==> src/source/riscv_core_pkg.sv <==
`default_nettype none

package riscv_core_pkg;

  localparam int xlen = 64;
  localparam int imem_depth = 64;

  typedef logic [xlen-1:0] word_t;
  typedef logic [31:0] instr_t;
  typedef logic [4:0] reg_idx_t;
  typedef logic [$clog2(imem_depth)-1:0] imem_addr_t;

  // Major opcodes the core executes
  typedef enum logic [6:0] {
    op     = 7'b0110011,
    op_imm = 7'b0010011,
    branch = 7'b1100011,
    system = 7'b1110011
  } opcode_e;

  typedef enum logic [2:0] {
    alu_add,
    alu_sub,
    alu_and,
    alu_or,
    alu_xor,
    alu_sll,
    alu_srl,
    alu_slt
  } alu_op_e;

  // Operand source seen by execute
  typedef enum logic [1:0] {
    fwd_none,
    fwd_ex,
    fwd_wb
  } fwd_sel_e;

endpackage

`default_nettype wire

==> src/source/instr_mem.sv <==
`timescale 1ns/1ps
`default_nettype none

module instr_mem (
  input  logic                       clk,
  input  logic                       we,
  input  riscv_core_pkg::imem_addr_t waddr,
  input  riscv_core_pkg::instr_t     wdata,
  input  riscv_core_pkg::imem_addr_t raddr,
  output riscv_core_pkg::instr_t     rdata
);

  import riscv_core_pkg::*;

  instr_t mem [imem_depth];

  always_ff @(posedge clk) begin
    if (we) begin
      mem[waddr] <= wdata;
    end
    rdata <= mem[raddr];
  end

  // Overwriting the fetched word is only legal while the fetch address holds still
  a_no_load_under_fetch: assert property (
    @(posedge clk) we && (waddr == raddr) |-> raddr == $past(raddr)
  );

endmodule

`default_nettype wire

==> config.mk <==
export PLATFORM = sky130hd
export DESIGN_NAME = instr_mem
export DESIGN_NICKNAME = d
export VERILOG_FILES = /design/src/source/riscv_core_pkg.sv /design/src/source/instr_mem.sv
export SDC_FILE = /design/constraint.sdc
export NUM_CORES = 2
export LEC_CHECK = 0
export ABC_AREA = 1
export BUFFER_PORTS_ARGS = -buffer_cell sky130_fd_sc_hd__buf_4
export CAP_MARGIN = 40
export CORE_MARGIN = 2
export CORE_UTILIZATION = 25
export CTS_CLUSTER_SIZE = 12
export DETAILED_ROUTE_END_ITERATION = 10
export SYNTH_ARGS = -nofsm -noshare
export SYNTH_HDL_FRONTEND = slang
export SYNTH_SLANG_ARGS = --single-unit
==> constraint.sdc <==
create_clock -name clk -period 11.8 [get_ports clk]
set_input_delay 1.77 -clock clk [delete_from_list [all_inputs] [get_ports clk]]
set_output_delay 1.77 -clock clk [all_outputs]
set_load 0.005 [all_outputs]
# Word-level counts from Yosys, hierarchy flattened

Memory sizes are Yosys's and may differ from the RTL's. A register that Yosys moved wholly into a read port is not among the register bits.
Cells that the tools add are included.

Word-level logic and storage cells: 3
Bits in registers: 0
Memory bits (writable): 2,048
Memories: 1
Output and inout bits: 32

Mux-type cells: 2

Memories:

| name | depth | bits a word | rd ports | clocked after memory_dff | wr ports | RTL line        | source |
|---|---|---|---|---|---|---|---|
| mem  | 64    | 32          | 1        | 1                        | 1        | instr_mem.sv:15 | `instr_t mem [imem_depth];` |

Operator list:

| operator          | count |
|---|---|
| 1-bit two-way mux | 2 |

# Longest topological paths before layout

Word-level depth: 2
Mapped depth: 13
Mapped depth without buffers: 9

# Worst setup path before layout

Ideal clock, no wire load.

Kind: input-to-reg
Start point: in we
End point: mem mem[48][0] (netlist bit) (enable)
Slack: 5.900 ns
Arrival time: 5.398 ns
Setup time: 0.502 ns
Buffers on the path: 1
Stages on the path: 3
Cell sequence: clkbuf_1 nand4_1 nor4_1

Word-level cells in the longest chain between the ends: 2

RTL lines:

| element                                 | RTL line        | source |
|---|---|---|
| from (decl)                             | instr_mem.sv:6  | `input logic we,` |
| 1-bit two-way mux                       | instr_mem.sv:18 | `if (we) begin` |
| 1-bit two-way mux (not written as such) | instr_mem.sv:19 | `mem[waddr] <= wdata;` |
| to (decl)                               | instr_mem.sv:15 |  |

No other way between the ends.

==> results.yml <==
clocking:
  post_cts_buffers: 0
  numCtsBuffers: 198
  cts_max_level: 4
  tritoncts: "yes"
  clkTransAtPathRegs_ns: 0.06
  clock-sinks: 2080
  cts_hold_buf: 0
  cts_root_buf: "clkbuf_16"
  clockBufferDepth: 3
  clock_latency_ns: 0.87
  cts_resized: 0
worst_setup_path:
  cp.required_ns: 12.58
  crit_arrival_ns: 5.61
  cp-end-kind: "flip-flop"
  cp-start-kind: "input pin"
  crit_type: "in2reg"
  crit_start: "raddr[0]"
  cp_max_fo: 179
  reg2reg_from: "mem[11][2]"
synth:
  syn-cell-area_um2: 82700
  ys_ff_latch: 2080
  seq_area_frac_synth: 0.751
  yosysWarnings: 0
  avgSynthCellArea_um2: 12.2
  synth.net_count: 6815
  syn_inst: 6769
  synth_cell_types: 16
floorplanning:
  dieArea_um2: 336000
  core_area_um2: 330000
  die_y_um: 579
  io_pins: 78
  chipWidth_um: 579
  fp-row-count: 211
  start_util: 0.251
global_route:
  grt_max_degree: 185
  grtUsageTotal: 0.149
  grt_pass1_wl_um: 366000
  first_global_vias: 51800
  antenna_found_initial: 24
  grt-ovfl-total: 0
layout:
  multiInputGateArea_um2: 18800
  seq_area_um2: 62100
  syn2layout_area_growth_pct: 13.9
  layout_common_cells: "nand2_1 (2248), edfxtp_1 (2048), nand3_1 (1907)"
  nFillCells: 33000
  drive_above_1_share: 0.0740
  fin_util: 0.286
  fin_nets: 6784
  final_common_cell: "nand2_1"
drt:
  vias: 54300
  ant_nets: 0
  drtIter0Drc: 6728
  wire_per_inst_um: 22.8
  dr.pass1.iters: 8
  drc_errors: 0
  viasPerCell: 4.83
  routed_wl_um: 256000
outcome:
  outcome: "finished clean"
place:
  hpwl_um: 133000
  placement.io_buffers: 77
  gp_congestion: 0.849
timing:
  finalCritPeriodShare: 0.409
  worst_slew_pin_slew_ns: 1.14
  slew_headroom: 0.239
  setup_viol: 0
  clock-skew-final_ns: 0.0357
  finalSetupTns_ns: 0
  maxSlewViolCount: 0
  rsz0062_at_grt: "false"
  holdWs_ns: 0.819
  hold_viol_final: 0
  finalCriticalPeriod_ns: 4.83
  fmax_mhz: 207
power_and_ir_drop:
  ir_drop_mv: 0.129
  swShare: 0.229
  power.density_nw_per_um2: 159
  clock_power_share: 0.390
  internal-power_mw: 11.6
  netSwitchingPower_mw: 3.44
  p_leak_nw: 31.9
  pwr-share-seq: 0.548
  pwr-share-comb: 0.062
hold_path:
  hold_path_startpoint: "mem[12][10]"
  hold_path.class: "reg2reg"
flow_run:
  cap_violations: 0
Yosys cell counts:
| cell | instances | area [um2] |
|---|---|---|
| clkbuf_1 | 77 | 289 |
| inv_2 | 2 | 7.51 |
| buf_6 | 3 | 33.8 |
| buf_4 | 45 | 338 |
| nand4_1 | 9 | 56.3 |
| inv_4 | 1 | 6.26 |
| edfxtp_1 | 2048 | 61500 |
| buf_1 | 40 | 150 |
| nor2_1 | 56 | 210 |
| buf_2 | 282 | 1410 |
| inv_1 | 9 | 33.8 |
| buf_8 | 2 | 30.0 |
| dfxtp_1 | 32 | 641 |
| nand3_1 | 1907 | 9540 |
| nand2_1 | 2248 | 8440 |
| nor4_1 | 8 | 50.1 |
path summary, 6_finish.rpt:
path | end | slack (ns) | cells past startpoint
setup / recovery | rdata[21] | 6.97 | 13
setup reg to reg | rdata[2] | 10.00 | 8
hold / removal | rdata[10] | 0.82 | 8
hold reg to reg | rdata[10] | 0.82 | 8
per-stage QoR:
stage	setup slack, ns	total power, mW	cells	instance area, um2
floorplan	5.90	8.85	6769	82700
global placement	6.32	9.28	10900	88100
detailed placement	6.09	9.31	10900	88500
CTS	6.99	15.1	11200	94200
global route	6.79	15.4	11200	94200
finish	6.97	15.0	11200	94200
cell type report:
class	instances	area share
clock buffer	305	0.0576
multi-input combinational	4228	0.199
clock inverter	25	0.00305
timing repair buffer	218	0.0214
inverter	12	0.000929
antenna	14	0.000372
tap	4366	0.0580
sequential	2080	0.659
critical path, stage by stage:
cell and delay [ns]:
buf_8 0.28, inv_16 0.35, buf_16 0.61, buf_12 0.63, buf_4 0.53, nand2_1 0.11, nand3_1 0.09, nand3_1 0.09
nand3_1 0.11, nand3_1 0.15, nand2_1 0.23, nand2_1 0.25, nand2_1 0.16
layer usage:
metal | share of wire | up-vias | global-route usage
met4 | 0.046 | 12 | 0.0714
met3 | 0.082 | 442 | 0.0248
met1 | 0.39 | 27200 | 0.189
met5 | 0.00032 | - | 0
met2 | 0.48 | 2658 | 0.247
li1 | - | 24000 | -
kinds of logic (layout without fill, tap and decap cells):
family	Yosys count	after routing	share of synthesized area
simple gates	4228	4228	0.221
flops	2080	2080	0.751
buf+inv	461	560	0.0278
other cells	0	14	0
power by group through the flow:
stage | Combinational (mW) | Sequential, mW | Clock (mW)
final | 0.937 | 8.22 | 5.86
after global routing | 1.01 | 8.22 | 6.19
after CTS | 0.934 | 8.22 | 5.92
after detailed placement | 0.932 | 8.38 | 0
after global placement | 0.907 | 8.38 | 0
after floorplan | 0.502 | 8.35 | 0
registers in the layout (all words and copies together), names as in the netlist:
signal	cells
rdata	32
mem	2048
(Power assumes the default switching activity.)
