**config.mk**
```make
export PLATFORM = sky130hd
export DESIGN_NAME = writeback_stage
export DESIGN_NICKNAME = d
export VERILOG_FILES = /design/src/source/riscv_core_pkg.sv /design/src/source/writeback_stage.sv
export SDC_FILE = /design/constraint.sdc
export NUM_CORES = 1
export LEC_CHECK = 0
export BUFFER_PORTS_ARGS = -buffer_cell sky130_fd_sc_hd__buf_2
export CELL_PAD_IN_SITES_DETAIL_PLACEMENT = 0
export CELL_PAD_IN_SITES_GLOBAL_PLACEMENT = 2
export CORE_MARGIN = 5
export CORE_UTILIZATION = 17
export DETAILED_ROUTE_END_ITERATION = 12
export PLACE_DENSITY = 0.79
export SLEW_MARGIN = 20
export SYNTH_ARGS = -nofsm -noshare
export SYNTH_HDL_FRONTEND = slang
export SYNTH_SLANG_ARGS = --single-unit
```
**constraint.sdc**
```tcl
create_clock -name clk -period 0.84 [get_ports clk]
set_input_delay 0.042 -clock clk [delete_from_list [all_inputs] [get_ports clk]]
set_output_delay 0.042 -clock clk [all_outputs]
set_load 0.1 [all_outputs]
```
**src/source/riscv_core_pkg.sv**
```systemverilog
`default_nettype none

package riscv_core_pkg;

  localparam int xlen = 64;
  localparam int imem_depth = 64;

  typedef logic [xlen-1:0] word_t;
  typedef logic [31:0] instr_t;
  typedef logic [4:0] reg_idx_t;
  typedef logic [$clog2(imem_depth)-1:0] imem_addr_t;

  // Major opcodes the core executes
  typedef enum logic [6:0] {
    op     = 7'b0110011,
    op_imm = 7'b0010011,
    branch = 7'b1100011,
    system = 7'b1110011
  } opcode_e;

  typedef enum logic [2:0] {
    alu_add,
    alu_sub,
    alu_and,
    alu_or,
    alu_xor,
    alu_sll,
    alu_srl,
    alu_slt
  } alu_op_e;

  // Operand source seen by execute
  typedef enum logic [1:0] {
    fwd_none,
    fwd_ex,
    fwd_wb
  } fwd_sel_e;

endpackage

`default_nettype wire

```
**src/source/writeback_stage.sv**
```systemverilog
`timescale 1ns/1ps
`default_nettype none

module writeback_stage (
  input  logic                     clk,
  input  logic                     reset,
  input  logic                     ex_valid,
  input  riscv_core_pkg::reg_idx_t ex_rd,
  input  riscv_core_pkg::word_t    ex_result,
  input  logic                     ex_halt,
  output logic                     wb_valid,
  output riscv_core_pkg::reg_idx_t wb_rd,
  output riscv_core_pkg::word_t    wb_value,
  output logic                     done
);

  always_ff @(posedge clk) begin
    if (reset) begin
      wb_valid <= 1'b0;
      done     <= 1'b0;
    end else begin
      // No strobe for x0 and nothing once the program has ended
      wb_valid <= ex_valid && ex_rd != '0 && !done;
      if (ex_halt) begin
        done <= 1'b1;
      end
    end
  end

  always_ff @(posedge clk) begin
    wb_rd    <= ex_rd;
    wb_value <= ex_result;
  end

endmodule

`default_nettype wire

```
Word-level counts from Yosys, hierarchy flattened. Index checks and enable logic that the tools add are counted.

Reductions and logical operators: 4.

Operators by type and width (number): $reduce_bool A5 Y1 (1); $logic_and A1 B1 Y1 (2); $logic_not A1 Y1 (1).

Bits in registers: 71. Input bits: 73.

Depth between registers and ports, before layout.
Depth in word-level cells: 3. Gate-level depth with buffers: 2. Depth with buffers taken out: 2.

Worst setup path after synthesis. Ideal clock, no wire load.

Path type: reg2reg. Start point: reg done. End point: reg wb_valid. Arrival: 1196 ps. Data required time: 724 ps. Slack: -472 ps. Stages on the path, launching flop included: 3. Period minus slack after synthesis: 1312 ps. Path through: dfxtp_1 -> nor2_1 -> o211a_1.

Longest elaborated chain between the ends: 2.

Ends and longest elaborated chain: start, declared (line writeback_stage.sv:14) `output logic done`; start signal, assigned (line writeback_stage.sv:20) `done <= 1'b0;`; start signal, assigned (line writeback_stage.sv:25) `done <= 1'b1;`; $logic_not A1 Y1 (line writeback_stage.sv:23) `wb_valid <= ex_valid && ex_rd != '0 && !done;`; $logic_and A1 B1 Y1 (line writeback_stage.sv:23); end signal, assigned (line writeback_stage.sv:23); end, declared (line writeback_stage.sv:11) `output logic wb_valid,`.

Every way passes these cells. A chain may end at the register's enable or synchronous reset.

Final worst setup path.
Start point: reg wb_value[37]. End point: out wb_value[37].

RTL lines: start, declared (line writeback_stage.sv:13) `output riscv_core_pkg::word_t wb_value,`; start signal, assigned (line writeback_stage.sv:32) `wb_value <= ex_result;`.

No word-level cell between the ends.

==> impl_results.md <==
- Unique masters post-synth: 4
- Final WS setup: -0.0597 ns
- Mapped Area: 0.00145 mm2
- Layout Skew: 0.00143 ns
- Clock latency on the worst-skew pair: 0.33 ns
- # rows: 33
- R2R setup slack: 0.05 ns
- Final setup vio count: 71
- DRC: 0
- Remaining Overflow, GRT: 0
- Worst EP required: 0.80 ns
- CP startpoint: wb_value[37]$_DFF_P_
- FF-to-FF Start: done$_SDFFE_PP0P_
- Gpl congestion: 0.674
- PD cells: 2060 mW/mm2
- Slew Viols, Final: 0
- RSZ-0062 raised after global routing: true
- Crit-path cells: buf_12
- Die area: 0.0105 mm2
- Worst VDD drop: 1.09 mV
- Logic gate share of total power: 27.9%
- Layout net count: 376
- ANT cells: 0
- Die Ht: 102 um
- FILL cells: 680
- CTS Sinks: 71
- Vias: 1,405
- Worst r2r dst: wb_valid$_SDFF_PP0_
- Setup TNS: -3.28 ns
- Startpoint types: flip-flop
- Root Buffer: clkbuf_8
- H-tree level count: 3
- TritonCTS buffer count: 9
- Antenna viol nets, final: 0
- Worst reg2reg path depth: 3
- Wirelength per Cell: 13.0 um
- Port Buffers: 143
- Syn Nets: 149
- Clock slew seen by the registers of the worst setup and hold paths: 0.07 ns
- Final wirelength: 5360 um
- CP arrival: 0.86 ns
- Final Total Pwr: 9.07 mW
- First-pass GRT wire length: 8250 um
- Crit path max fanout: 1
- Clock Tree Buf Depth: 2
- Critical Path Max Stage Delay: 0.35 ns
- Clock share of power: 30.9%
- Largest net degree at the start of global routing: 13
- Die X: 102 um
- Max Cap Viol: 0
- Final hold violations: 0
- DRT iter0 DRCs: 16
- Num ports: 144
- Critical path's slowest cell: dfxtp_2
- Yosys Warn Count: 0
- Crit share post-route: 107%
- Status: complete, but fails checks
- Initial DRT Pass Iterations: 3
- Worst Hold Launch: ex_rd[3]
- Crit path to: wb_value[37]
- Initial core utilization: 17.6%
- Sequential power share: 41.2%
- Syn Area/Cell: 19.1 um2
- Slew HR: 93.1%
- Core area: 0.00826 mm2
- FF+latch count, synth: 71
- Cells after Synth: 76
- Violated checks: negative setup slack
- CP Class: flip-flop to output port
- CP endpoint kind: output port
- Hold Crit Class: primary input to flip-flop
- Vias in the first global route: 1,663
- Layout cells sized above 1: 75.0%
- Critical path depth: 1
- Initial antenna violation count: 0
- Int Pwr: 6.23 mW
- Pleak: 1.98 nW
- Sequential fraction of the synthesis area: 98.0%
- CTS tree: built
- Tmin final: 0.900 ns
- CP top delay family: flip-flops
- DR vias/cell: 3.40
- Area Growth Syn to Fin: 203%
- NetSw: 2.84 mW
- Worst-Margin Slew: 0.104 ns
- Sw frac: 31.3%
- Hold Slack: 0.0544 ns
- WP buf/inv: 1
- Tot GR Track Use: 10.8%
- Achievable frequency: 1.11 GHz
==> final cells by class <==
| cell class | instances | area, um2 | area share [%] |
|---|---|---|---|
| repair buffers | 216 | 2510 | 57.1 |
| flip-flops and latches | 71 | 1510 | 34.4 |
| clock buffers | 12 | 165 | 3.75 |
| well taps | 105 | 131 | 2.99 |
| clock inverters | 4 | 51.3 | 1.17 |
| multi-input cells | 5 | 28.8 | 0.654 |
==> synth_stat cells, drive strengths merged <==
| cell type | n | area (um2) |
|---|---|---|
| dfxtp | 71 | 1420 |
| o211a | 1 | 10.0 |
| or4 | 1 | 7.51 |
| nor2 | 3 | 11.3 |
==> flip-flops by register name, summed over array words and instances, names as in the netlist <==
signal	cells
done	1
wb_rd	5
wb_value	64
wb_valid	1
==> how the worst min path moves through the flow <==
stage / to / slack, ns / cells past startpoint
CTS: wb_valid$_SDFF_PP0_ / 0.03 / 3
detailed placement: wb_value[55]$_DFF_P_ / 0.15 / 1
floorplan: wb_rd[0]$_DFF_P_ / 0.07 / 0
global placement: wb_value[12]$_DFF_P_ / 0.14 / 1
global route: wb_valid$_SDFF_PP0_ / 0.05 / 3
finish: wb_valid$_SDFF_PP0_ / 0.05 / 3
==> per-stage QoR <==
stage	worst slack, ns	util, %	std cells	instance area, um2
after detailed placement	-0.169	41.8	324	3450
after global placement	-0.144	41.8	324	3450
after global routing	-0.110	53.3	413	4400
after floorplan	-0.0217	-	76	1540
after CTS	-0.0927	53.3	413	4400
final	-0.0597	53.3	413	4400
==> routing by layer <==
metal	routed length (um)	global-route usage, %
met4	91	5.45
met2	3230	21.7
met1	1540	8.79
met3	497	4.30
met5	0	0
==> cell families after synthesis <==
group / share of synthesized area, %
compound gates: 0.690
flops: 98.0
simple gates: 1.29
==> repair_timing <==
action,in CTS,in global routing
gates resized for setup,0,0
endpoints found under the hold margin,71,0
setup buffers,1,0
cloned,0,0
setup endpoints to repair,71,71
hold buffers,72,0
==> cells in the final DEF, fill, tap and decap left out, types with 2 or more instances in the layout <==
| cell type | n |
|---|---|
| buf_12 | 71 |
| buf_2 | 72 |
| clkinvlp_4 | 2 |
| nor2_1 | 3 |
| clkbuf_8 | 12 |
| dlygate4sd3_1 | 72 |
| dfxtp_2 | 70 |
==> power groups by stage <==
stage                     registers [mW]  clock network [mW]  logic (mW)
after floorplan                     5.05                   0     0.00688
after global placement              3.81                   0        2.26
after detailed placement            3.82                   0        2.27
after CTS                           3.74                2.95        2.54
after global routing                3.76                3.08        2.60
final                               3.74                2.80        2.53
(Power assumes the default switching activity.)
