**src/source/riscv_core_pkg.sv**
```systemverilog
`default_nettype none

package riscv_core_pkg;

  localparam int xlen = 64;
  localparam int imem_depth = 64;

  typedef logic [xlen-1:0] word_t;
  typedef logic [31:0] instr_t;
  typedef logic [4:0] reg_idx_t;
  typedef logic [$clog2(imem_depth)-1:0] imem_addr_t;

  // Major opcodes the core executes
  typedef enum logic [6:0] {
    op     = 7'b0110011,
    op_imm = 7'b0010011,
    branch = 7'b1100011,
    system = 7'b1110011
  } opcode_e;

  typedef enum logic [2:0] {
    alu_add,
    alu_sub,
    alu_and,
    alu_or,
    alu_xor,
    alu_sll,
    alu_srl,
    alu_slt
  } alu_op_e;

  // Operand source seen by execute
  typedef enum logic [1:0] {
    fwd_none,
    fwd_ex,
    fwd_wb
  } fwd_sel_e;

endpackage

`default_nettype wire

```
**src/source/decode_stage.sv**
```systemverilog
`timescale 1ns/1ps
`default_nettype none

module decode_stage (
  input  logic                     clk,
  input  logic                     reset,
  input  logic                     if_valid,
  input  riscv_core_pkg::word_t    if_pc,
  input  riscv_core_pkg::instr_t   if_instr,
  input  logic                     flush,
  output riscv_core_pkg::reg_idx_t rs1,
  output riscv_core_pkg::reg_idx_t rs2,
  input  riscv_core_pkg::word_t    rs1_value,
  input  riscv_core_pkg::word_t    rs2_value,
  input  logic                     ex_valid,
  input  riscv_core_pkg::reg_idx_t ex_rd,
  input  logic                     wb_valid,
  input  riscv_core_pkg::reg_idx_t wb_rd,
  input  riscv_core_pkg::word_t    wb_value,
  output logic                     halt,
  output logic                     id_valid,
  output riscv_core_pkg::word_t    id_pc,
  output riscv_core_pkg::word_t    id_op1,
  output riscv_core_pkg::word_t    id_op2,
  output riscv_core_pkg::word_t    id_imm,
  output riscv_core_pkg::fwd_sel_e id_fwd1,
  output riscv_core_pkg::fwd_sel_e id_fwd2,
  output riscv_core_pkg::alu_op_e  id_alu_op,
  output logic                     id_use_imm,
  output logic                     id_is_branch,
  output logic                     id_branch_ne,
  output riscv_core_pkg::reg_idx_t id_rd,
  output logic                     id_writes_rd
);

  import riscv_core_pkg::*;

  logic [2:0] funct3;
  logic [6:0] funct7;
  reg_idx_t   rd;
  word_t      imm_i;
  word_t      imm_b;
  logic       known;
  logic       writes_rd;
  logic       use_imm;
  logic       is_branch;
  logic       is_ebreak;
  alu_op_e    alu_op;

  // Producer in execute wins over the one in the execute result register
  function automatic fwd_sel_e pick_fwd(reg_idx_t src);
    if (src == '0) begin
      return fwd_none;
    end else if (id_valid && id_writes_rd && id_rd == src) begin
      return fwd_ex;
    end else if (ex_valid && ex_rd == src) begin
      return fwd_wb;
    end
    return fwd_none;
  endfunction

  // Value being written into the register file this very edge
  function automatic word_t bypass_wb(reg_idx_t src, word_t rf_value);
    if (wb_valid && src != '0 && wb_rd == src) begin
      return wb_value;
    end
    return rf_value;
  endfunction

  assign funct3 = if_instr[14:12];
  assign funct7 = if_instr[31:25];
  assign rd     = if_instr[11:7];
  assign rs1    = if_instr[19:15];
  assign rs2    = if_instr[24:20];
  assign imm_i  = {{52{if_instr[31]}}, if_instr[31:20]};
  assign imm_b  = {{52{if_instr[31]}}, if_instr[7], if_instr[30:25], if_instr[11:8], 1'b0};

  always_comb begin
    known     = 1'b0;
    writes_rd = 1'b0;
    use_imm   = 1'b0;
    is_branch = 1'b0;
    is_ebreak = 1'b0;
    alu_op    = alu_add;
    case (opcode_e'(if_instr[6:0]))
      op: begin
        known = (funct7 == 7'h00 && funct3 != 3'b011) || (funct7 == 7'h20 && funct3 == 3'b000);
        writes_rd = known;
        case (funct3)
          3'b000:  alu_op = funct7[5] ? alu_sub : alu_add;
          3'b001:  alu_op = alu_sll;
          3'b010:  alu_op = alu_slt;
          3'b100:  alu_op = alu_xor;
          3'b101:  alu_op = alu_srl;
          3'b110:  alu_op = alu_or;
          default: alu_op = alu_and;
        endcase
      end
      op_imm: begin
        known     = funct3 inside {3'b000, 3'b100, 3'b110, 3'b111};
        writes_rd = known;
        use_imm   = 1'b1;
        case (funct3)
          3'b100:  alu_op = alu_xor;
          3'b110:  alu_op = alu_or;
          3'b111:  alu_op = alu_and;
          default: alu_op = alu_add;
        endcase
      end
      branch: begin
        // beq and bne only
        is_branch = funct3[2:1] == 2'b00;
        known     = is_branch;
      end
      system: begin
        is_ebreak = funct3 == 3'b000 && if_instr[31:20] == 12'h001 && rs1 == '0 && rd == '0;
        known     = is_ebreak;
      end
      default: known = 1'b0;
    endcase
  end

  assign halt = if_valid && !flush && is_ebreak;

  // Only effective instructions go valid, so ebreak is the valid one
  // that neither writes nor branches
  always_ff @(posedge clk) begin
    if (reset) begin
      id_valid     <= 1'b0;
      id_writes_rd <= 1'b0;
      id_is_branch <= 1'b0;
    end else begin
      id_valid     <= if_valid && !flush && known;
      id_writes_rd <= writes_rd;
      id_is_branch <= is_branch;
    end
  end

  always_ff @(posedge clk) begin
    id_pc        <= if_pc;
    id_op1       <= bypass_wb(rs1, rs1_value);
    id_op2       <= bypass_wb(rs2, rs2_value);
    id_imm       <= is_branch ? imm_b : imm_i;
    id_fwd1      <= pick_fwd(rs1);
    id_fwd2      <= pick_fwd(rs2);
    id_alu_op    <= alu_op;
    id_use_imm   <= use_imm;
    id_branch_ne <= funct3[0];
    id_rd        <= rd;
  end

endmodule

`default_nettype wire

```
**config.mk**
```make
export PLATFORM = sky130hd
export DESIGN_NAME = decode_stage
export DESIGN_NICKNAME = d
export VERILOG_FILES = /design/src/source/riscv_core_pkg.sv /design/src/source/decode_stage.sv
export SDC_FILE = /design/constraint.sdc
export NUM_CORES = 1
export LEC_CHECK = 0
export BUFFER_PORTS_ARGS = -buffer_cell sky130_fd_sc_hd__buf_4
export CAP_MARGIN = 20
export CORE_AREA = 2 2 229 231
export CTS_CLUSTER_SIZE = 30
export DETAILED_ROUTE_END_ITERATION = 16
export DIE_AREA = 0 0 231 233
export GPL_TIMING_DRIVEN = 0
export SLEW_MARGIN = 20
export SYNTH_ARGS = -nofsm -noshare
export SYNTH_HDL_FRONTEND = slang
export SYNTH_SLANG_ARGS = --single-unit
```
**constraint.sdc**
```tcl
create_clock -name clk -period 4.8 [get_ports clk]
set_input_delay 0.96 -clock clk [delete_from_list [all_inputs] [get_ports clk]]
set_output_delay 0.96 -clock clk [all_outputs]
set_load 0.1 [all_outputs]
```
* Word level (Yosys, flattened, before mapping) *
Index checks and enable logic that the tools add are counted.

word-level totals
  output and inout bits = 284
  logic and storage cells = 95
  register bits = 222
  input port bits = 304

cells by class
  equal/unequal tests = 19
  bitwise gates (word level) = 2
  mux-type cells = 26
  reduce and logical (&&, ||, !) cells = 32

operators by type and width
  cell                                                                    count
  64-bit 2-to-1 mux                                                       4
  5-bit equality test                                                     6
  3-bit one-hot mux with 6 select lines                                   1
  1-bit logical AND                                                       17
  5-bit zero test                                                         3
  7-bit by 6-bit equality test with 1-bit output, second input constant   2
  7-bit equality test, second input constant                              2
  1-bit 2-to-1 mux                                                        14
  12-bit by 1-bit equality test with 1-bit output, second input constant  1
  3-bit equality test, second input constant                              4
  12-bit 2-to-1 mux                                                       1
  5-bit nonzero test                                                      2
  3-bit one-hot mux with 3 select lines                                   1
  7-bit by 5-bit equality test with 1-bit output, second input constant   1
  7-bit zero test                                                         1
  3-bit one-hot mux with 2 select lines                                   1
  3-bit OR reduction                                                      2
  2-bit 2-to-1 mux                                                        2
  1-bit one-hot mux with 4 select lines                                   1
  4-bit nonzero test                                                      1
  2-bit OR reduction                                                      2
  3-bit by 1-bit equality test with 1-bit output, second input constant   1
  3-bit by 2-bit equality test with 1-bit output, second input constant   1
  3-bit zero test                                                         1
  other kinds (6)                                                         7

* Depth between registers and ports, before layout *
  depth after elaboration = 7
  depth in mapped cells = 7
  depth with buffers taken out = 5

* Least setup slack after synthesis *
OpenSTA, ideal clock, no wires.

  path type = input port to output port
  start point = input if_instr[21]
  end point = output halt
  data required time = 3.840 ns
  path slack = 0.613 ns
  arrival = 3.227 ns
  cell stages on the path = 5
  path buffers = 1
  cells stage by stage = clkbuf_1 -> or4_1 -> nor4_1 -> nand4_1 -> nor2_1

between the ends
  word-level cells in the longest chain between the ends = 6

RTL lines
  item                                             RTL line             text
  start: declaration                               decode_stage.sv:9    input riscv_core_pkg::instr_t if_instr,
  12-bit by 1-bit equality test with 1-bit output  decode_stage.sv:116  is_ebreak = funct3 == 3'b000 && if_instr[31:20] == 12'h001 && rs1 == '0 && rd == '0;
  1-bit logical AND (3 in series)                  decode_stage.sv:116
  1-bit 2-to-1 mux                                 decode_stage.sv:85   case (opcode_e'(if_instr[6:0]))
  1-bit logical AND                                decode_stage.sv:123  assign halt = if_valid && !flush && is_ebreak;
  end: declaration                                 decode_stage.sv:20   output logic halt,

No other way between the ends.

* Worst setup path after layout *
  start point = input if_instr[27]
  end point = output halt

The elaborated chain is that of the path after synthesis.

==> impl_metrics.tcl <==
set metrics [dict create \
    status "finished, final reports clean" \
    place.gp.congestion 0.795 \
    finalCritPeriodShare_pct 77.9 \
    hold_path_startpoint "if_pc[28]" \
    drt_iter0_drc 135 \
    synth.cell_area_sq_mm 0.00735 \
    drive_gt1_share_pct 70.3 \
    wirelength_um 31500 \
    die_x_um 231 \
    slew_violations 0 \
    synthArstFlopShare_pct 0 \
    ios 588 \
    seq_power_share_pct 36.0 \
    cts_root_buffer "clkbuf_16" \
    combPwrFrac_pct 28.4 \
    cts_resized 0 \
    viasPerCell 3.38 \
    reg2reg_to "id_fwd2[1]$_SDFF_PP0_" \
    cts.clk_slew.worst_paths_ns 0.06 \
    synth_area_leaders "dfxtp_1 (60%), mux2_2 (11%), mux2_4 (8.2%), buf_4 (6.2%), mux2_1 (3.1%)" \
    switching_share_pct 36.4 \
    synth_top_cell_by_area "dfxtp_1" \
    synth_top_family_by_area "multiplexers" \
    die_area_sq_mm 0.0538 \
    post-cts-setup-buffer-count 0 \
    ys_ff_latch 222 \
    drc 0 \
    timing.rr.start "id_rd[3]$_DFF_P_" \
    cts_made_buffers 26 \
    fmax_mhz 268 \
    worstHoldPathCells 1 \
    cts_buffer_depth 3 \
    htree_levels 1 \
    leakage_nw 6.28 \
    row_count 83 \
    synth_top_area_share_pct 60.4 \
    grt_pass1_vias 6348 \
    cp_max_fo 2 \
    final_hold_viol_count 0 \
    place_hpwl_um 26400 \
    grt_max_degree 53 \
    grt_pass1_wl_um 42000 \
    antenna_left 0 \
    switchingPower_w 0.00201 \
    slew-limit-headroom_pct 40.6 \
    synth_cell_types 37 \
    max_cap_violations 0 \
    power_density_mw_per_mm2 411 \
    min_to "id_pc[28]$_DFF_P_" \
    worst-r2r-cell-count 5 \
    p_int_w 0.00351 \
    antenna_found_initial 6 \
    die_h_um 233 \
    yosys.area_share.xor_xnor_pct 3.33 \
    num_vias 6237 \
    ys_seq_area_share_pct 60.4 \
    tns_ns 0 \
    crit_arrival_ns 2.78 \
    coreArea_sq_mm 0.0511 \
    tritoncts "done" \
    crit_type "input port to output pin" \
    layout_commonest_cell "buf_4" \
    cp-start-kind "input port" \
    cts_hold_buf 0 \
    groute.usage.overall_pct 10.6 \
    grt_overflow_total 0 \
    synth_edf_count 0 \
    fin_skew_ns 0.00676 \
    rsz0062_at_grt "false" \
    ir_drop_uv 239 \
    synthSimpleGateAreaFrac_pct 4.63 \
    worst_pin_slew_ns 0.891 \
    critPathRequiredTime_ns 3.84 \
    start_util_pct 14.4 \
    portBuffers 579 \
    fill_cells 5382 \
    ys.flop_type "dfxtp_1" \
    clkPwrFrac_pct 35.6 \
    syn-num-nets 841 \
    setup_viol 0 \
    synth-compound-area-share_pct 0.902 \
    end_kind "output pin" \
    nets 1449 \
    rrSetupSlack_ns 3.53 \
    final_core_util_pct 26.3 \
    synthToLayoutAreaGrowth_pct 82.6 \
    layout_common_cells "buf_4 (640), dfxtp_1 (221), mux2_2 (74), mux2_4 (40), clkbuf_16 (26)" \
    clk_latency_ns 0.54 \
    hold_class "input port to register" \
    yosysWarningCount 0 \
    synthAdderAreaFrac_pct 0 \
    layout_min_cycle_time_ns 3.74 \
    muxShareOfSynthArea_pct 22.7 \
    synth_area_per_cell_sq_um 13.7 \
    cts.sinks 222 \
    syn_inst 537 \
    first_pass_iters 4 \
    wire_per_inst_um 17.0 \
]
## metal layers
layer  vias to the layer above  global-route usage (%)  wire length (um)
li1                       2984                       -                 -
met1                      2889                    12.1             12000
met2                       311                    18.8             15800
met3                        51                    3.31              2850
met4                         2                    3.55               750
met5                         -                       0                13
## how the worst max path moves through the flow
stage                             from   end  slack, ns  cells past startpoint
after CTS                 if_instr[27]  halt       1.12                      7
final                     if_instr[27]  halt       1.06                      7
after floorplan           if_instr[21]  halt       0.61                      5
after detailed placement  if_instr[27]  halt       1.14                      7
after global routing      if_instr[27]  halt       1.01                      7
after global placement    if_instr[27]  halt       1.13                      7
## critical path, stage by stage
cell and delay [ns]:
buf_4 0.11, or4_1 0.51, nor3_1 0.36, and4b_1 0.25
nand4_1 0.15, nor2_1 0.13, buf_4 0.30
## through the flow
step                total power, W  hold WS, ns  area (sq um)  instances  setup slack [ns]
floorplan                  0.00314        0.948          7350        537             0.613
global placement           0.00360        0.506         12600       1796              1.13
detailed placement         0.00360        0.515         12600       1797              1.14
CTS                        0.00561        0.460         13400       1845              1.12
global route               0.00572        0.468         13400       1846              1.01
finish                     0.00552        0.503         13400       1847              1.06
## flip-flops by register name, summed over array words and instances, names as in the netlist
signal	cells
id_writes_rd	1
id_valid	1
id_pc	64
id_is_branch	1
id_op1	64
id_op2	64
id_fwd2	2
id_branch_ne	1
id_imm	13
id_use_imm	1
id_rd	5
id_fwd1	2
id_alu_op	3
## power by group through the flow
stage	Sequential, W	Clock [W]	Combinational, W
2_1_floorplan	0.00278	0	0.000360
3_3_place_gp	0.00202	0	0.00157
3_5_place_dp	0.00203	0	0.00158
4_1_cts	0.00199	0.00205	0.00158
5_1_grt	0.00199	0.00211	0.00161
6_report	0.00199	0.00197	0.00157
## cell usage after synthesis (all sizes together), types with 2 or more instances
library cell,n
nand4,6
nand3,4
a21oi,5
xor2,10
nor4,6
or4,3
buf,74
nand2b,2
xnor2,18
nor2,20
clkbuf,8
nor3,7
mux2,134
nand2,4
dfxtp,222
## logic make-up after synthesis
kind of cell | count (synthesis)
buf+inv | 82
simple gates | 59
xor+xnor | 28
mux | 135
flops | 222
compound gates | 11
## layout make-up
class / instances / area [sq um] / area share, %
Buffer: 82 / 589 / 4.39
Tap cell: 680 / 851 / 6.34
Timing Repair Buffer: 580 / 4360 / 32.5
Sequential cell: 222 / 4450 / 33.1
Clock inverter: 16 / 136 / 1.02
Multi-Input combinational cell: 233 / 2320 / 17.3
Clock buffer: 32 / 723 / 5.39
Antenna cell: 2 / 5.00 / 0.0373
Power figures use the tool's default switching activity.
