[src/source/riscv_core_pkg.sv]
`default_nettype none

package riscv_core_pkg;

  localparam int xlen = 64;
  localparam int imem_depth = 64;

  typedef logic [xlen-1:0] word_t;
  typedef logic [31:0] instr_t;
  typedef logic [4:0] reg_idx_t;
  typedef logic [$clog2(imem_depth)-1:0] imem_addr_t;

  // Major opcodes the core executes
  typedef enum logic [6:0] {
    op     = 7'b0110011,
    op_imm = 7'b0010011,
    branch = 7'b1100011,
    system = 7'b1110011
  } opcode_e;

  typedef enum logic [2:0] {
    alu_add,
    alu_sub,
    alu_and,
    alu_or,
    alu_xor,
    alu_sll,
    alu_srl,
    alu_slt
  } alu_op_e;

  // Operand source seen by execute
  typedef enum logic [1:0] {
    fwd_none,
    fwd_ex,
    fwd_wb
  } fwd_sel_e;

endpackage

`default_nettype wire

[src/source/fetch_stage.sv]
`timescale 1ns/1ps
`default_nettype none

module fetch_stage (
  input  logic                       clk,
  input  logic                       reset,
  input  logic                       start,
  input  logic                       halt,
  input  logic                       branch_taken,
  input  riscv_core_pkg::word_t      branch_target,
  output riscv_core_pkg::imem_addr_t imem_raddr,
  output logic                       if_valid,
  output riscv_core_pkg::word_t      if_pc,
  input  riscv_core_pkg::instr_t     imem_rdata,
  output riscv_core_pkg::instr_t     if_instr
);

  import riscv_core_pkg::*;

  logic  running;
  logic  fetching;
  word_t pc;

  // First fetch goes out in the start cycle itself
  assign fetching   = start || running;
  assign imem_raddr = pc[$bits(imem_addr_t)+1:2];
  assign if_instr   = imem_rdata;

  always_ff @(posedge clk) begin
    if (reset) begin
      running  <= 1'b0;
      if_valid <= 1'b0;
      pc       <= '0;
    end else begin
      if (halt) begin
        running <= 1'b0;
      end else if (start) begin
        running <= 1'b1;
      end
      // A redirect or halt kills the fetch issued this cycle
      if_valid <= fetching && !branch_taken && !halt;
      if (branch_taken) begin
        pc <= branch_target;
      end else if (fetching && !halt) begin
        pc <= pc + word_t'(4);
      end
    end
  end

  always_ff @(posedge clk) begin
    if_pc <= pc;
  end

  a_start_not_during_branch: assert property (
    @(posedge clk) disable iff (reset) !(start && branch_taken)
  );

endmodule

`default_nettype wire

[config.mk]
export PLATFORM = sky130hd
export DESIGN_NAME = fetch_stage
export DESIGN_NICKNAME = d
export VERILOG_FILES = /design/src/source/riscv_core_pkg.sv /design/src/source/fetch_stage.sv
export SDC_FILE = /design/constraint.sdc
export NUM_CORES = 1
export LEC_CHECK = 0
export BUFFER_PORTS_ARGS = -buffer_cell sky130_fd_sc_hd__buf_2
export CAP_MARGIN = 30
export CELL_PAD_IN_SITES_DETAIL_PLACEMENT = 1
export CELL_PAD_IN_SITES_GLOBAL_PLACEMENT = 2
export CORE_MARGIN = 3
export CORE_UTILIZATION = 28
export DETAILED_ROUTE_END_ITERATION = 8
export GPL_TIMING_DRIVEN = 0
export HOLD_SLACK_MARGIN = 0.1
export PLACE_DENSITY = 0.76
export SLEW_MARGIN = 25
export SYNTH_ARGS = -nofsm -noshare
export SYNTH_HDL_FRONTEND = slang
export SYNTH_SLANG_ARGS = --single-unit
[constraint.sdc]
create_clock -name clk -period 3.42 [get_ports clk]
set_clock_uncertainty 0.1 [all_clocks]
set_input_delay 0.171 -clock clk [delete_from_list [all_inputs] [get_ports clk]]
set_output_delay 0.171 -clock clk [all_outputs]
set_load 0.02 [all_outputs]
# Word level (Yosys, flattened, before mapping)
# Index checks and enable logic that the tools add are counted.
# classes
add_sub_neg	1
n_mul	0
n_div	0
order_cmp	0
eq_ne	0
shifts	0
mux	2
bitwise_logic	0
reduce_logical	8
# ops
operator	n
$mux W64	2
$add A64 B3 Y64 const B	1
$logic_and A1 B1 Y1	3
$logic_not A1 Y1	2
$reduce_bool A2 Y1	1
$reduce_or A2 Y1	1
$logic_or A1 B1 Y1	1
# word_totals
ff_bits	130
latchBits	0
mem_bits_rw	0
rom_bits	0
in_bits	101
wordCells	15
n_memories	0

# Depth between registers and ports, before layout
# Gate-level depths: netlist of run 1.
# depth
word_depth	4
depth_mapped	7

# Worst setup path after synthesis of run 1
# Ideal clock, no wire load.
# synth_path
kind	reg-to-reg
startpoint	register pc[4]
endpoint	register pc[55]
setup_ps	112
arrival_ps	2303
path_slack_ps	905
path_stages_with_launch	7
n_path_buf	1
period_less_slack_ps	2515
path_cell_list	dfxtp_1 > nand4_2 > or4_1 > buf_6 > or4_4 > or2_0 > a2111oi_1
# synth_via
elab_chain_len	3
# synth_lines
item	line_no	rtl
start: declaration	fetch_stage.sv:22	word_t pc;
start signal: assignment	fetch_stage.sv:43	pc <= branch_target;
start signal: assignment	fetch_stage.sv:45	pc <= pc + word_t'(4);
$add A64 B3 Y64	fetch_stage.sv:45	
$mux W64	fetch_stage.sv:44	end else if (fetching && !halt) begin
$mux W64	fetch_stage.sv:42	if (branch_taken) begin
# No other way between the ends. The select of a mux whose other input is x is not followed.
# A chain may end at the register's enable or synchronous reset.

# Final worst setup path of run 1
# layout_path
startpoint	register pc[21]
endpoint	register pc[54]
# The elaborated chain is that of the path after synthesis.

==> results of run 1 <==
[worst min-delay path: cells and delay by family]
family | cells | cell delay [ps]
AO/OA/AOI/OAI | 1 | 90
buffers and inverters | 1 | 190
AND/OR/NAND/NOR | 1 | 150
[final cells by class]
cell class                 count  share of cell area (%)
sequential                   130                   32.49
multi-input combinational    385                   30.31
timing repair buffer         235                   18.75
clock buffer                  18                   5.359
buffer                        71                   5.202
tap                          260                   4.062
clock inverter                14                   2.937
inverter                      19                  0.8905
[cells by family (layout without fill, tap and decap cells)]
family | Yosys count | count (layout) | synth area share [%]
xor gates and xnor gates | 25 | 25 | 3.982
adders and majority gates | 1 | 1 | 0.2275
muxes | 4 | 4 | 0.7281
DFF | 130 | 130 | 47.33
and+or+nand+nor | 256 | 256 | 25.51
buffers and inverters | 90 | 357 | 8.874
AOI/OAI and AO/OA | 99 | 99 | 13.36
[cell usage in the layout (no fill, tap or decap), drive strengths merged, types with 11 or more instances in the layout]
master / count
a21oi: 14
nand2: 41
nor2: 57
xnor2: 13
or3: 11
a2111oi: 13
nor3: 15
inv: 20
dlygate4sd3: 65
xor2: 12
dfxtp: 130
nand3: 31
nand4: 24
clkbuf: 48
or4: 13
a311oi: 21
a211oi: 20
and4: 12
nor4: 11
and3: 12
buf: 211
o21ai: 11
[state kept, by name, indices dropped and copies added (netlist names)]
signal	cells
running	1
if_pc	64
pc	64
if_valid	1
[power breakdown]
group	leakage [nW]	switching, mW	internal [mW]
sequential	1.08	0.0905	1.62
combinational	1.89	0.270	0.221
clock	0.316	0.703	1.36
total	3.29	1.06	3.20
[cell usage after synthesis, drive strengths merged (13+ instances only)]
cell type / count
buf: 41
nand4: 24
dfxtp: 130
a2111oi: 13
nand2: 41
inv: 19
clkbuf: 30
nor2: 57
a21oi: 14
a211oi: 20
a311oi: 21
or4: 13
xnor2: 13
nand3: 31
nor3: 15
[metal layers]
layer,wire (µm),part of all wire (%)
met1,9175,44
met2,9949,48
met3,1331,6.4
met4,474,2.3
met5,0,0
[metrics by stage]
stage               utilization (%)  hold slack, ps
finish                        42.11           120.9
global route                  42.11           181.1
CTS                           42.11           108.0
detailed placement            35.20           242.2
global placement              35.10           241.0
floorplan                         -           213.7
[worst paths after layout]
path                startpoint        to  slack, ps
setup / recovery        pc[21]    pc[54]        330
hold / removal    branch_taken    pc[63]        120
setup reg to reg        pc[21]    pc[54]        330
hold reg to reg          pc[1]  if_pc[1]        260
==> metrics.md, run 1 <==
| Metric | Value |
|---|---|
| HP Class | `primary input to register` |
| Final Cell Area | `around 8000 µm²` |
| Critical path peak fanout | `7` |
| Sink Count | `130` |
| Unrepaired setup endpoints after global routing | `false` |
| First-pass GRT wire length | `32.60 mm` |
| Number of enable flip-flop cells after synthesis | `0` |
| Commonest register cell after synthesis | `dfxtp_1` |
| Peak supply drop | `333.7 µV` |
| DR vias | `between 5k and 6k` |
| Fin crit share | `between 90 and 100%` |
| Power, Total | `4.267 mW` |
| Setup bufs post-CTS | `0` |
| Final non-filler cell total | `1132` |
| CP Class | `register to register` |
| Syn Std Cell Area | `approximately 5500 µm²` |
| Cell family with most CP delay | `simple AND/OR/NAND/NOR gates` |
| Drt total wl | `~21 mm` |
| Layout Nets | `just under 1k` |
| Post-CTS sizing | `0` |
| Clock transition at the registers of the reported paths | `approximately 60 ps` |
| Iteration-0 DRC Markers | `~250` |
| Worst slack, placed | `about 540 ps` |
| Boundary Pins | `roughly 200` |
| Syn nets | `between 700 and 800` |
| Max Slew Vio Count | `0` |
| Setup violators final | `0` |
| I/O Buffers | `170` |
| Multi-input gate area | `between 2000 and 2500 µm²` |
| FP Rows | `50` |
| Cell count along the critical path | `7` |
| Fill count | `between 2k and 2.5k` |
| Hold path depth | `3` |
| CP peak stage delay | `between 600 and 700 ps` |
| Die width | `between 100 and 150 µm` |
| WL/cell | `~18 µm` |
| Worst Setup End Kind | `register` |
| DRT Pass-1 Iters | `4` |
| Drt via density | `just under 5` |
| Met3 global-route usage | `under 10%` |
| Synth area leaders | `dfxtp_1, buf_4, nor2_1` |
| Max Fclk | `about 320 MHz` |
| Startpoint Class | `register` |
| PD cells | `~530 nW/µm²` |
| Die height | `roughly 150 µm` |
| Worst setup margin | `~330 ps` |
| Clk_lat worst skew | `~430 ps` |
| Vias in the first global route | `between 5k and 6k` |
| Ys Warns | `0` |
| Area fraction of the dominant cell type after synthesis | `between 40% and 50%` |
| GRT Util Overall | `slightly below 20%` |
| Most common cell on crit path | `or4_1` |
| Seq. cell area | `around 2600 µm²` |
| # diodes | `0` |
| M1 GR Usage | `a little under a quarter` |
| Post-CTS Hold Buffers | `between 60 and 70` |
| H-tree depth | `4` |
| Clock tree buffer depth | `2` |
| Cts bufs inserted | `17` |
| Initial antenna violation count | `0` |
| Gpl congestion | `between 0.8 and 0.9` |
| Post-placement cell count | `1035` |
| Synthesized area per cell | `~9.1 µm²` |
| Setup TNS | `0 ps` |
| Post-route DRC | `0` |
| Worst slew pin tran | `between 800 and 900 ps` |
| Sequential fraction of the synthesis area | `around 47%` |
| R2r worst-path depth | `7` |
| Area grow syn2layout | `45.64%` |
| Final ANT Viol Nets | `0` |
| Slew HR | `42.85%` |
| Share of layout cells above drive strength 1 | `~29%` |
| Post-layout min period | `between 3000 and 4000 ps` |
| Dpl hpwl | `between 15 and 20 mm` |
| Final Hold Viols | `0` |
| Largest net degree at the start of global routing | `17` |
| Buf+Inv Stages, Crit Path | `2` |
| Critical Path AT | `around 3400 ps` |
| CP required | `approximately 3700 ps` |
| Crit path max-delay cell type | `or4_1` |
| CP cell instances | `and4_1, clkbuf_1, nand2_1, or4_1, or4_1, nand3_1, dlygate4sd3_1` |
| Maxcap violations | `0` |
| Starting Density | `28.91%` |
| GR Overflow Total | `0` |
| CTS tree | `done` |
| Gr busiest metal | `met2` |
| Grt met2 use | `32.83%` |
| Status | `finished, final reports clean` |
| Core area | `around 19000 µm²` |
| Area of the die | `21360 µm²` |
| Synth area leader | `dfxtp_1` |
| Post-synth ARST share | `0%` |
| #FFs+latches synth | `130` |
| P_leak | `about 3.3 nW` |
| Cells after Synth | `approximately 600` |
| CTS Root Cell | `clkbuf_16` |
| Dpl cell area | `between 6000 and 7000 µm²` |
| Synth unique cells | `49` |
Note: power is estimated with default switching activity, not from simulation.
==> run 2, diff against run 1 <==
--- a/config.mk
+++ b/config.mk
@@ -5,16 +5,16 @@
 export SDC_FILE = /design/constraint.sdc
 export NUM_CORES = 1
 export LEC_CHECK = 0
-export BUFFER_PORTS_ARGS = -buffer_cell sky130_fd_sc_hd__buf_2
-export CAP_MARGIN = 30
+export ABC_AREA = 1
+export BUFFER_PORTS_ARGS = -buffer_cell sky130_fd_sc_hd__clkbuf_2
 export CELL_PAD_IN_SITES_DETAIL_PLACEMENT = 1
 export CELL_PAD_IN_SITES_GLOBAL_PLACEMENT = 2
 export CORE_MARGIN = 3
-export CORE_UTILIZATION = 28
+export CORE_UTILIZATION = 27
 export DETAILED_ROUTE_END_ITERATION = 8
 export GPL_TIMING_DRIVEN = 0
 export HOLD_SLACK_MARGIN = 0.1
-export PLACE_DENSITY = 0.76
+export PLACE_DENSITY = 0.77
 export SLEW_MARGIN = 25
 export SYNTH_ARGS = -nofsm -noshare
 export SYNTH_HDL_FRONTEND = slang
==> metrics.md, run 2 <==
| Metric | Value |
|---|---|
| R2R setup slack | `680 ps (+340 ps)` |
| Dpl hpwl | `20.40 mm (+35%)` |
| Unrepaired setup endpoints after global routing | `false` |
| Cts bufs inserted | `17 (unchanged)` |
| GR Overflow Total | `0 (unchanged)` |
| Die height | `159.2 µm (+8.9%)` |
| Dpl cell area | `7576 µm² (+13%)` |
| Sink Count | `130 (unchanged)` |
| Max Slew Vio Count | `0 (unchanged)` |
| FP Rows | `55 (+10%)` |
| Boundary Pins | `204 (unchanged)` |
| Final ANT Viol Nets | `0 (unchanged)` |
| Post-layout min period | `2744 ps (-344.4 ps)` |
| Fin crit share | `80.23% (-10 points)` |
| H-tree depth | `4 (unchanged)` |
| Ys Warns | `0 (unchanged)` |
| Largest net degree at the start of global routing | `17 (unchanged)` |
| Critical Path AT | `3020 ps (-340 ps)` |
| Final hold slack | `220.7 ps (+99.82 ps)` |
| Clock transition at the registers of the reported paths | `60 ps (about the same)` |
| Max Fclk | `364.4 MHz (+13%)` |
| Most common cell in the netlist | `nand2_1` |
| Worst slew pin tran | `730.9 ps (-118.5 ps)` |
| GRT Util Overall | `20.67% (+1.4 points)` |
| Startpoint Class | `register` |
| Iteration-0 DRC Markers | `348 (+37%)` |
| Commonest register cell after synthesis | `dfxtp_1` |
| DR vias | `6710 (+20%)` |
| HP Class | `primary input to register` |
| Share of layout cells above drive strength 1 | `24.03% (-4.9 points)` |
| Clock tree buffer depth | `2 (unchanged)` |
| Setup bufs post-CTS | `0 (unchanged)` |
| Synthesized area per cell | `7.006 µm² (-23%)` |
| Syn Std Cell Area | `6334 µm² (+15%)` |
| Reg2reg end | `pc[52]` |
| First-pass GRT wire length | `40.52 mm (+24%)` |
| Final non-filler cell total | `1495 (+32%)` |
| Seq. cell area | `2603 µm² (unchanged)` |
| PD cells | `476.7 nW/µm² (-11%)` |
| Post-placement cell count | `1387 (+34%)` |
| Area fraction of the dominant cell type after synthesis | `41.09% (-6.2 points)` |
| Maxcap violations | `0 (unchanged)` |
| WL/cell | `17.52 µm (-5.3%)` |
| Final Hold Viols | `0 (unchanged)` |
| Setup violators final | `0 (unchanged)` |
| Commonest non-fill, non-tap cell in the layout | `nand2_1` |
| CP required | `3690 ps (about the same)` |
| Setup TNS | `0 ps (unchanged)` |
| Post-synth ARST share | `0% (unchanged)` |
| Die width | `159.2 µm (+8.9%)` |
| Fill count | `2948 (+28%)` |
| Peak supply drop | `306.7 µV (-8.1%)` |
| Slew HR | `51.27% (+8.4 points)` |
| Vias in the first global route | `6995 (+18%)` |
| Worst setup margin | `676.1 ps (+344.4 ps)` |
| Synth top cells by count | `nand2_1, dfxtp_1, nor2_1, inv_1` |
| Commonest cells after routing, fill and taps aside | `nand2_1, clkbuf_2, dfxtp_1` |
| I/O Buffers | `170 (unchanged)` |
| DRT Pass-1 Iters | `4 (unchanged)` |
| Layout Nets | `1271 (+32%)` |
| Hold path depth | `4 (+1)` |
| Cells after Synth | `904 (+49%)` |
| Critical path peak fanout | `6 (-1)` |
| CTS tree | `done` |
| Gpl congestion | `0.8980 (+8.3%)` |
| Sequential fraction of the synthesis area | `41.09% (-6.2 points)` |
| Final Cell Area | `8994 µm² (+12%)` |
| WHS Endpoint | `pc[11]` |
| Core area | `22850 µm² (+20%)` |
| Initial antenna violation count | `0 (unchanged)` |
| Starting Density | `27.72% (-1.2 points)` |
| Drt via density | `4.488 (-9.1%)` |
| Drt total wl | `26.19 mm (+25%)` |
| Worst Setup End Kind | `register` |
| # diodes | `0 (unchanged)` |
| Post-layout util | `39.36% (-2.7 points)` |
| P_leak | `3.899 nW (+19%)` |
| R2r startpoint | `pc[2]` |
| CTS Root Cell | `clkbuf_16` |
| Power, Total | `4.287 mW (+0.48%)` |
| Status | `finished, final reports clean` |
| Synth unique cells | `37 (-24%)` |
| Syn nets | `1006 (+42%)` |
| Worst slack, placed | `1207 ps (+668.8 ps)` |
| Synth area leader | `dfxtp_1` |
| R2r worst-path depth | `10 (+3)` |
| Area grow syn2layout | `42.00%` |
| Synth area leaders | `dfxtp_1, nand2_1, nor2_1` |
| #FFs+latches synth | `130 (unchanged)` |
| Number of enable flip-flop cells after synthesis | `0 (unchanged)` |
| Min-delay src | `halt` |
| Multi-input gate area | `3008 µm² (+24%)` |
| Clk_lat worst skew | `430 ps (about the same)` |
| Largest regs | `if_pc x64, pc x64` |
| Post-route DRC | `0 (unchanged)` |
| Area of the die | `25330 µm² (+19%)` |
| CP Class | `register to register` |
run 2: cell types whose count changed in the layout (fill, tap and decap cells not counted), moves of 35 or more:
cell,delta
nand2_1,+222
clkbuf_2,+170
buf_2,-163
inv_1,+64
nor2_1,+54
o21ai_0,+35
run 2: final cells by class:
class                   instances  share of cell area (%)
clock inverters                11                   1.962
plain buffers                  61                   4.452
well taps                     313                   4.354
repair buffers                246                   17.92
inverters                      86                   3.589
clock buffers                  21                   5.342
flip-flops and latches        130                   28.94
multi-input cells             627                   33.44
run 2: how the worst max path moves through the flow:
stage | start | slack, ps | end | depth (start not counted)
2_1_floorplan | pc[2] | 1700 | pc[42] | 10
3_3_place_gp | pc[29] | 1240 | pc[55] | 9
3_5_place_dp | pc[2] | 1210 | pc[46] | 9
4_1_cts | pc[2] | 740 | pc[52] | 9
5_1_grt | pc[2] | 440 | pc[52] | 10
6_report | pc[2] | 680 | pc[52] | 10
run 2: cells by family (layout without fill, tap and decap cells):
kind of cell	count (synthesis)	in the layout	synth area share [%]
buf+inv	147	425	11.42
fa+ha+maj	1	1	0.1975
flops	130	130	41.09
simple gates	482	482	33.27
xor+xnor	24	24	3.319
compound gates	120	120	10.71
run 2: repair_timing:
item                                   in CTS  in global routing
endpoints found under the hold margin      65                  0
hold buffers                               76                  0
resized for setup                           0                  0
setup endpoints to repair                   0                  0
run 2: worst max-delay path, cell delays in order (launching register included):
cell,delay (ps)
dfxtp_1,450
ha_1,340
inv_1,110
nor2_1,210
nand3b_1,150
nor2_1,370
nand3_1,120
nand2_1,90
nand3_1,70
a21oi_1,130
dlygate4sd3_1,550
run 2: metal layers:
layer	global-route usage (%)	up-vias	wire (µm)
li1	-	3382	-
met1	28.45	3147	12910
met2	33.92	159	11920
met3	3.278	22	988
met4	5.173	0	359
met5	0	-	0
run 2: report_power, final:
group / switching (mW) / internal [mW] / leakage (nW)
Combinational: 0.304 / 0.233 / 2.52
Clock: 0.750 / 1.30 / 0.308
Sequential: 0.0895 / 1.61 / 1.07
Total: 1.14 / 3.14 / 3.90
==> run 3, diff against run 2 <==
--- a/config.mk
+++ b/config.mk
@@ -10,11 +10,11 @@
 export CELL_PAD_IN_SITES_DETAIL_PLACEMENT = 1
 export CELL_PAD_IN_SITES_GLOBAL_PLACEMENT = 2
 export CORE_MARGIN = 3
-export CORE_UTILIZATION = 27
+export CORE_UTILIZATION = 24
 export DETAILED_ROUTE_END_ITERATION = 8
 export GPL_TIMING_DRIVEN = 0
 export HOLD_SLACK_MARGIN = 0.1
-export PLACE_DENSITY = 0.77
+export PLACE_DENSITY = 0.72
 export SLEW_MARGIN = 25
 export SYNTH_ARGS = -nofsm -noshare
 export SYNTH_HDL_FRONTEND = slang
==> constraint.sdc (replaced) <==
create_clock -name clk -period 2.2 [get_ports clk]
set_clock_uncertainty 0.1 [all_clocks]
set_input_delay 0.11 -clock clk [delete_from_list [all_inputs] [get_ports clk]]
set_output_delay 0.11 -clock clk [all_outputs]
set_load 0.02 [all_outputs]
==> metrics.md, run 3 (same netlist as run 2, synthesis figures left out) <==
| Metric | Value |
|---|---|
| Clock tree buffer depth | `2 (unchanged)` |
| Setup TNS | `0 ps (unchanged)` |
| Drt total wl | `26.73 mm (+2.1%)` |
| Startpoint Class | `register` |
| GR Overflow Total | `0 (unchanged)` |
| Final Hold Viols | `0 (unchanged)` |
| Dpl hpwl | `20.86 mm (+2.3%)` |
| H-tree depth | `4 (unchanged)` |
| Most common cell on crit path | `nand2_1` |
| CP required | `2380 ps (-1310 ps)` |
| Worst slack, placed | `-42.98 ps (-1250 ps)` |
| Dpl cell area | `7597 µm² (+0.28%)` |
| Gpl congestion | `0.8789 (-2.1%)` |
| Buf+Inv Stages, Crit Path | `1 (-1)` |
| Multi-input gate area | `3065 µm² (+1.9%)` |
| Hold path depth | `5 (+1)` |
| Max Fclk | `487.1 MHz (+34%)` |
| DRT Pass-1 Iters | `5 (+1)` |
| Iteration-0 DRC Markers | `392 (+13%)` |
| CP peak stage delay | `450 ps (-100 ps)` |
| Seq. cell area | `2610 µm² (+0.29%)` |
| Critical Path AT | `2240 ps (-780 ps)` |
| Die height | `168.5 µm (+5.8%)` |
| CTS Root Cell | `clkbuf_16` |
| DR vias | `6678 (-0.48%)` |
| Setup violators final | `0 (unchanged)` |
| Post-placement cell count | `1404 (+1.2%)` |
| Area grow syn2layout | `40.60%` |
| # diodes | `0 (unchanged)` |
| Critical path peak fanout | `5 (-1)` |
| Cell family with most CP delay | `simple AND/OR/NAND/NOR gates` |
| R2r worst-path depth | `9 (-1)` |
| Starting Density | `24.79% (-2.9 points)` |
| Sink Count | `130 (unchanged)` |
| Final ANT Viol Nets | `0 (unchanged)` |
| Final non-filler cell total | `1506 (+0.74%)` |
| Share of layout cells above drive strength 1 | `25.68% (+1.7 points)` |
| Worst slew pin tran | `763.4 ps (+32.53 ps)` |
| Worst Setup End Kind | `register` |
| FP Rows | `58 (+5.5%)` |
| Cts bufs inserted | `17 (unchanged)` |
| Max Slew Vio Count | `0 (unchanged)` |
| Post-layout min period | `2053 ps (-690.8 ps)` |
| HP Class | `primary input to register` |
| P_leak | `3.805 nW (-2.4%)` |
| Die width | `168.5 µm (+5.8%)` |
| Clk_lat worst skew | `430 ps (about the same)` |
| First-pass GRT wire length | `40.67 mm (+0.36%)` |
| Final Cell Area | `8905 µm² (-0.99%)` |
| CTS tree | `done` |
| CP cell instances | `nand2_1, nor2_2, nand2_1, inv_1, nand3_1, nor2_2, nand2_1, nand3_1, a21oi_1` |
| Largest net degree at the start of global routing | `17 (unchanged)` |
| Commonest non-fill, non-tap cell in the layout | `nand2_1` |
| Boundary Pins | `204 (unchanged)` |
| Vias in the first global route | `6897 (-1.4%)` |
| Crit path max-delay cell type | `dfxtp_1` |
| Status | `finished, final reports clean` |
| WL/cell | `17.75 µm (+1.3%)` |
| Post-route DRC | `0 (unchanged)` |
| Slew HR | `49.10% (-2.2 points)` |
| PD cells | `694.8 nW/µm² (+46%)` |
| Initial antenna violation count | `0 (unchanged)` |
| Core area | `25540 µm² (+12%)` |
| CP Class | `register to register` |
| I/O Buffers | `170 (unchanged)` |
| Commonest cells after routing, fill and taps aside | `nand2_1, clkbuf_2, dfxtp_1` |
| Fin crit share | `93.33% (+13 points)` |
| Layout Nets | `1265 (-0.47%)` |
| Clock transition at the registers of the reported paths | `60 ps (about the same)` |
| Peak supply drop | `453.7 µV (+48%)` |
| Cell count along the critical path | `9 (-1)` |
| Worst setup margin | `146.8 ps (-529.2 ps)` |
| Unrepaired setup endpoints after global routing | `false` |
| Largest regs | `if_pc x64, pc x64` |
| Area of the die | `28380 µm² (+12%)` |
| Fill count | `3218 (+9.2%)` |
| Maxcap violations | `0 (unchanged)` |
| GRT Util Overall | `18.83% (-1.8 points)` |
| Drt via density | `4.434 (-1.2%)` |
| Power, Total | `6.187 mW (+44%)` |
## run 3: cell count changes in the layout (fill, tap and decap cells not counted), sizes merged
cell,change
dlygate4sd3,-8
inv,+1
clkinv,+3
clkinvlp,+1
clkbuf,-2
bufinv,-3
buf,+2
## run 3: final timing paths
kind	startpoint	endpoint	slack [ps]
setup reg to reg	pc[29]	pc[35]	150
hold / removal	halt	pc[11]	130
setup / recovery	pc[29]	pc[35]	150
hold reg to reg	pc[0]	if_pc[0]	250
## run 3: cell type report
type,count,area share (%)
Inverter,86,3.625
Buffer,61,4.496
Sequential cell,130,29.31
Clock buffer,19,4.862
Multi-Input combinational cell,627,34.42
Timing Repair Buffer,240,17.37
Clock inverter,13,1.279
Tap cell,330,4.637
## run 3: metrics by stage
| stage | hold WS (ps) | utilization [%] |
|---|---|---|
| after floorplan | 143.3 | - |
| after global placement | 228.8 | 29.74 |
| after detailed placement | 234.9 | 29.74 |
| after CTS | 157.9 | 34.57 |
| after global routing | 161.6 | 34.86 |
| final | 129.6 | 34.86 |
## run 3: per-layer routing
layer,share of wire (%),global-route usage (%)
met1,48,26.00
met2,45,30.77
met3,4.4,2.475
met4,1.8,5.621
met5,0,0
## run 3: what timing repair did
| item | in CTS | in global routing |
|---|---|---|
| hold buffers | 68 | 0 |
| buffers inserted | 0 | 2 |
| resized for setup | 2 | 20 |
| setup endpoints to repair | 6 | 29 |
| pin swaps | 0 | 1 |
| endpoints found under the hold margin | 65 | 0 |
## run 3: worst reg2reg max path, cell delays in order, from the launching register on
cell and delay (ps):
dfxtp_1 450, nand2_1 150, nor2_2 290, nand2_1 130
inv_1 170, nand3_1 160, nor2_2 200, nand2_1 80
nand3_1 100, a21oi_1 70
## run 3: power by group
part	switching, mW	internal, mW
logic	0.473	0.356
clock network	1.16	1.55
registers	0.142	2.50
total	1.78	4.41
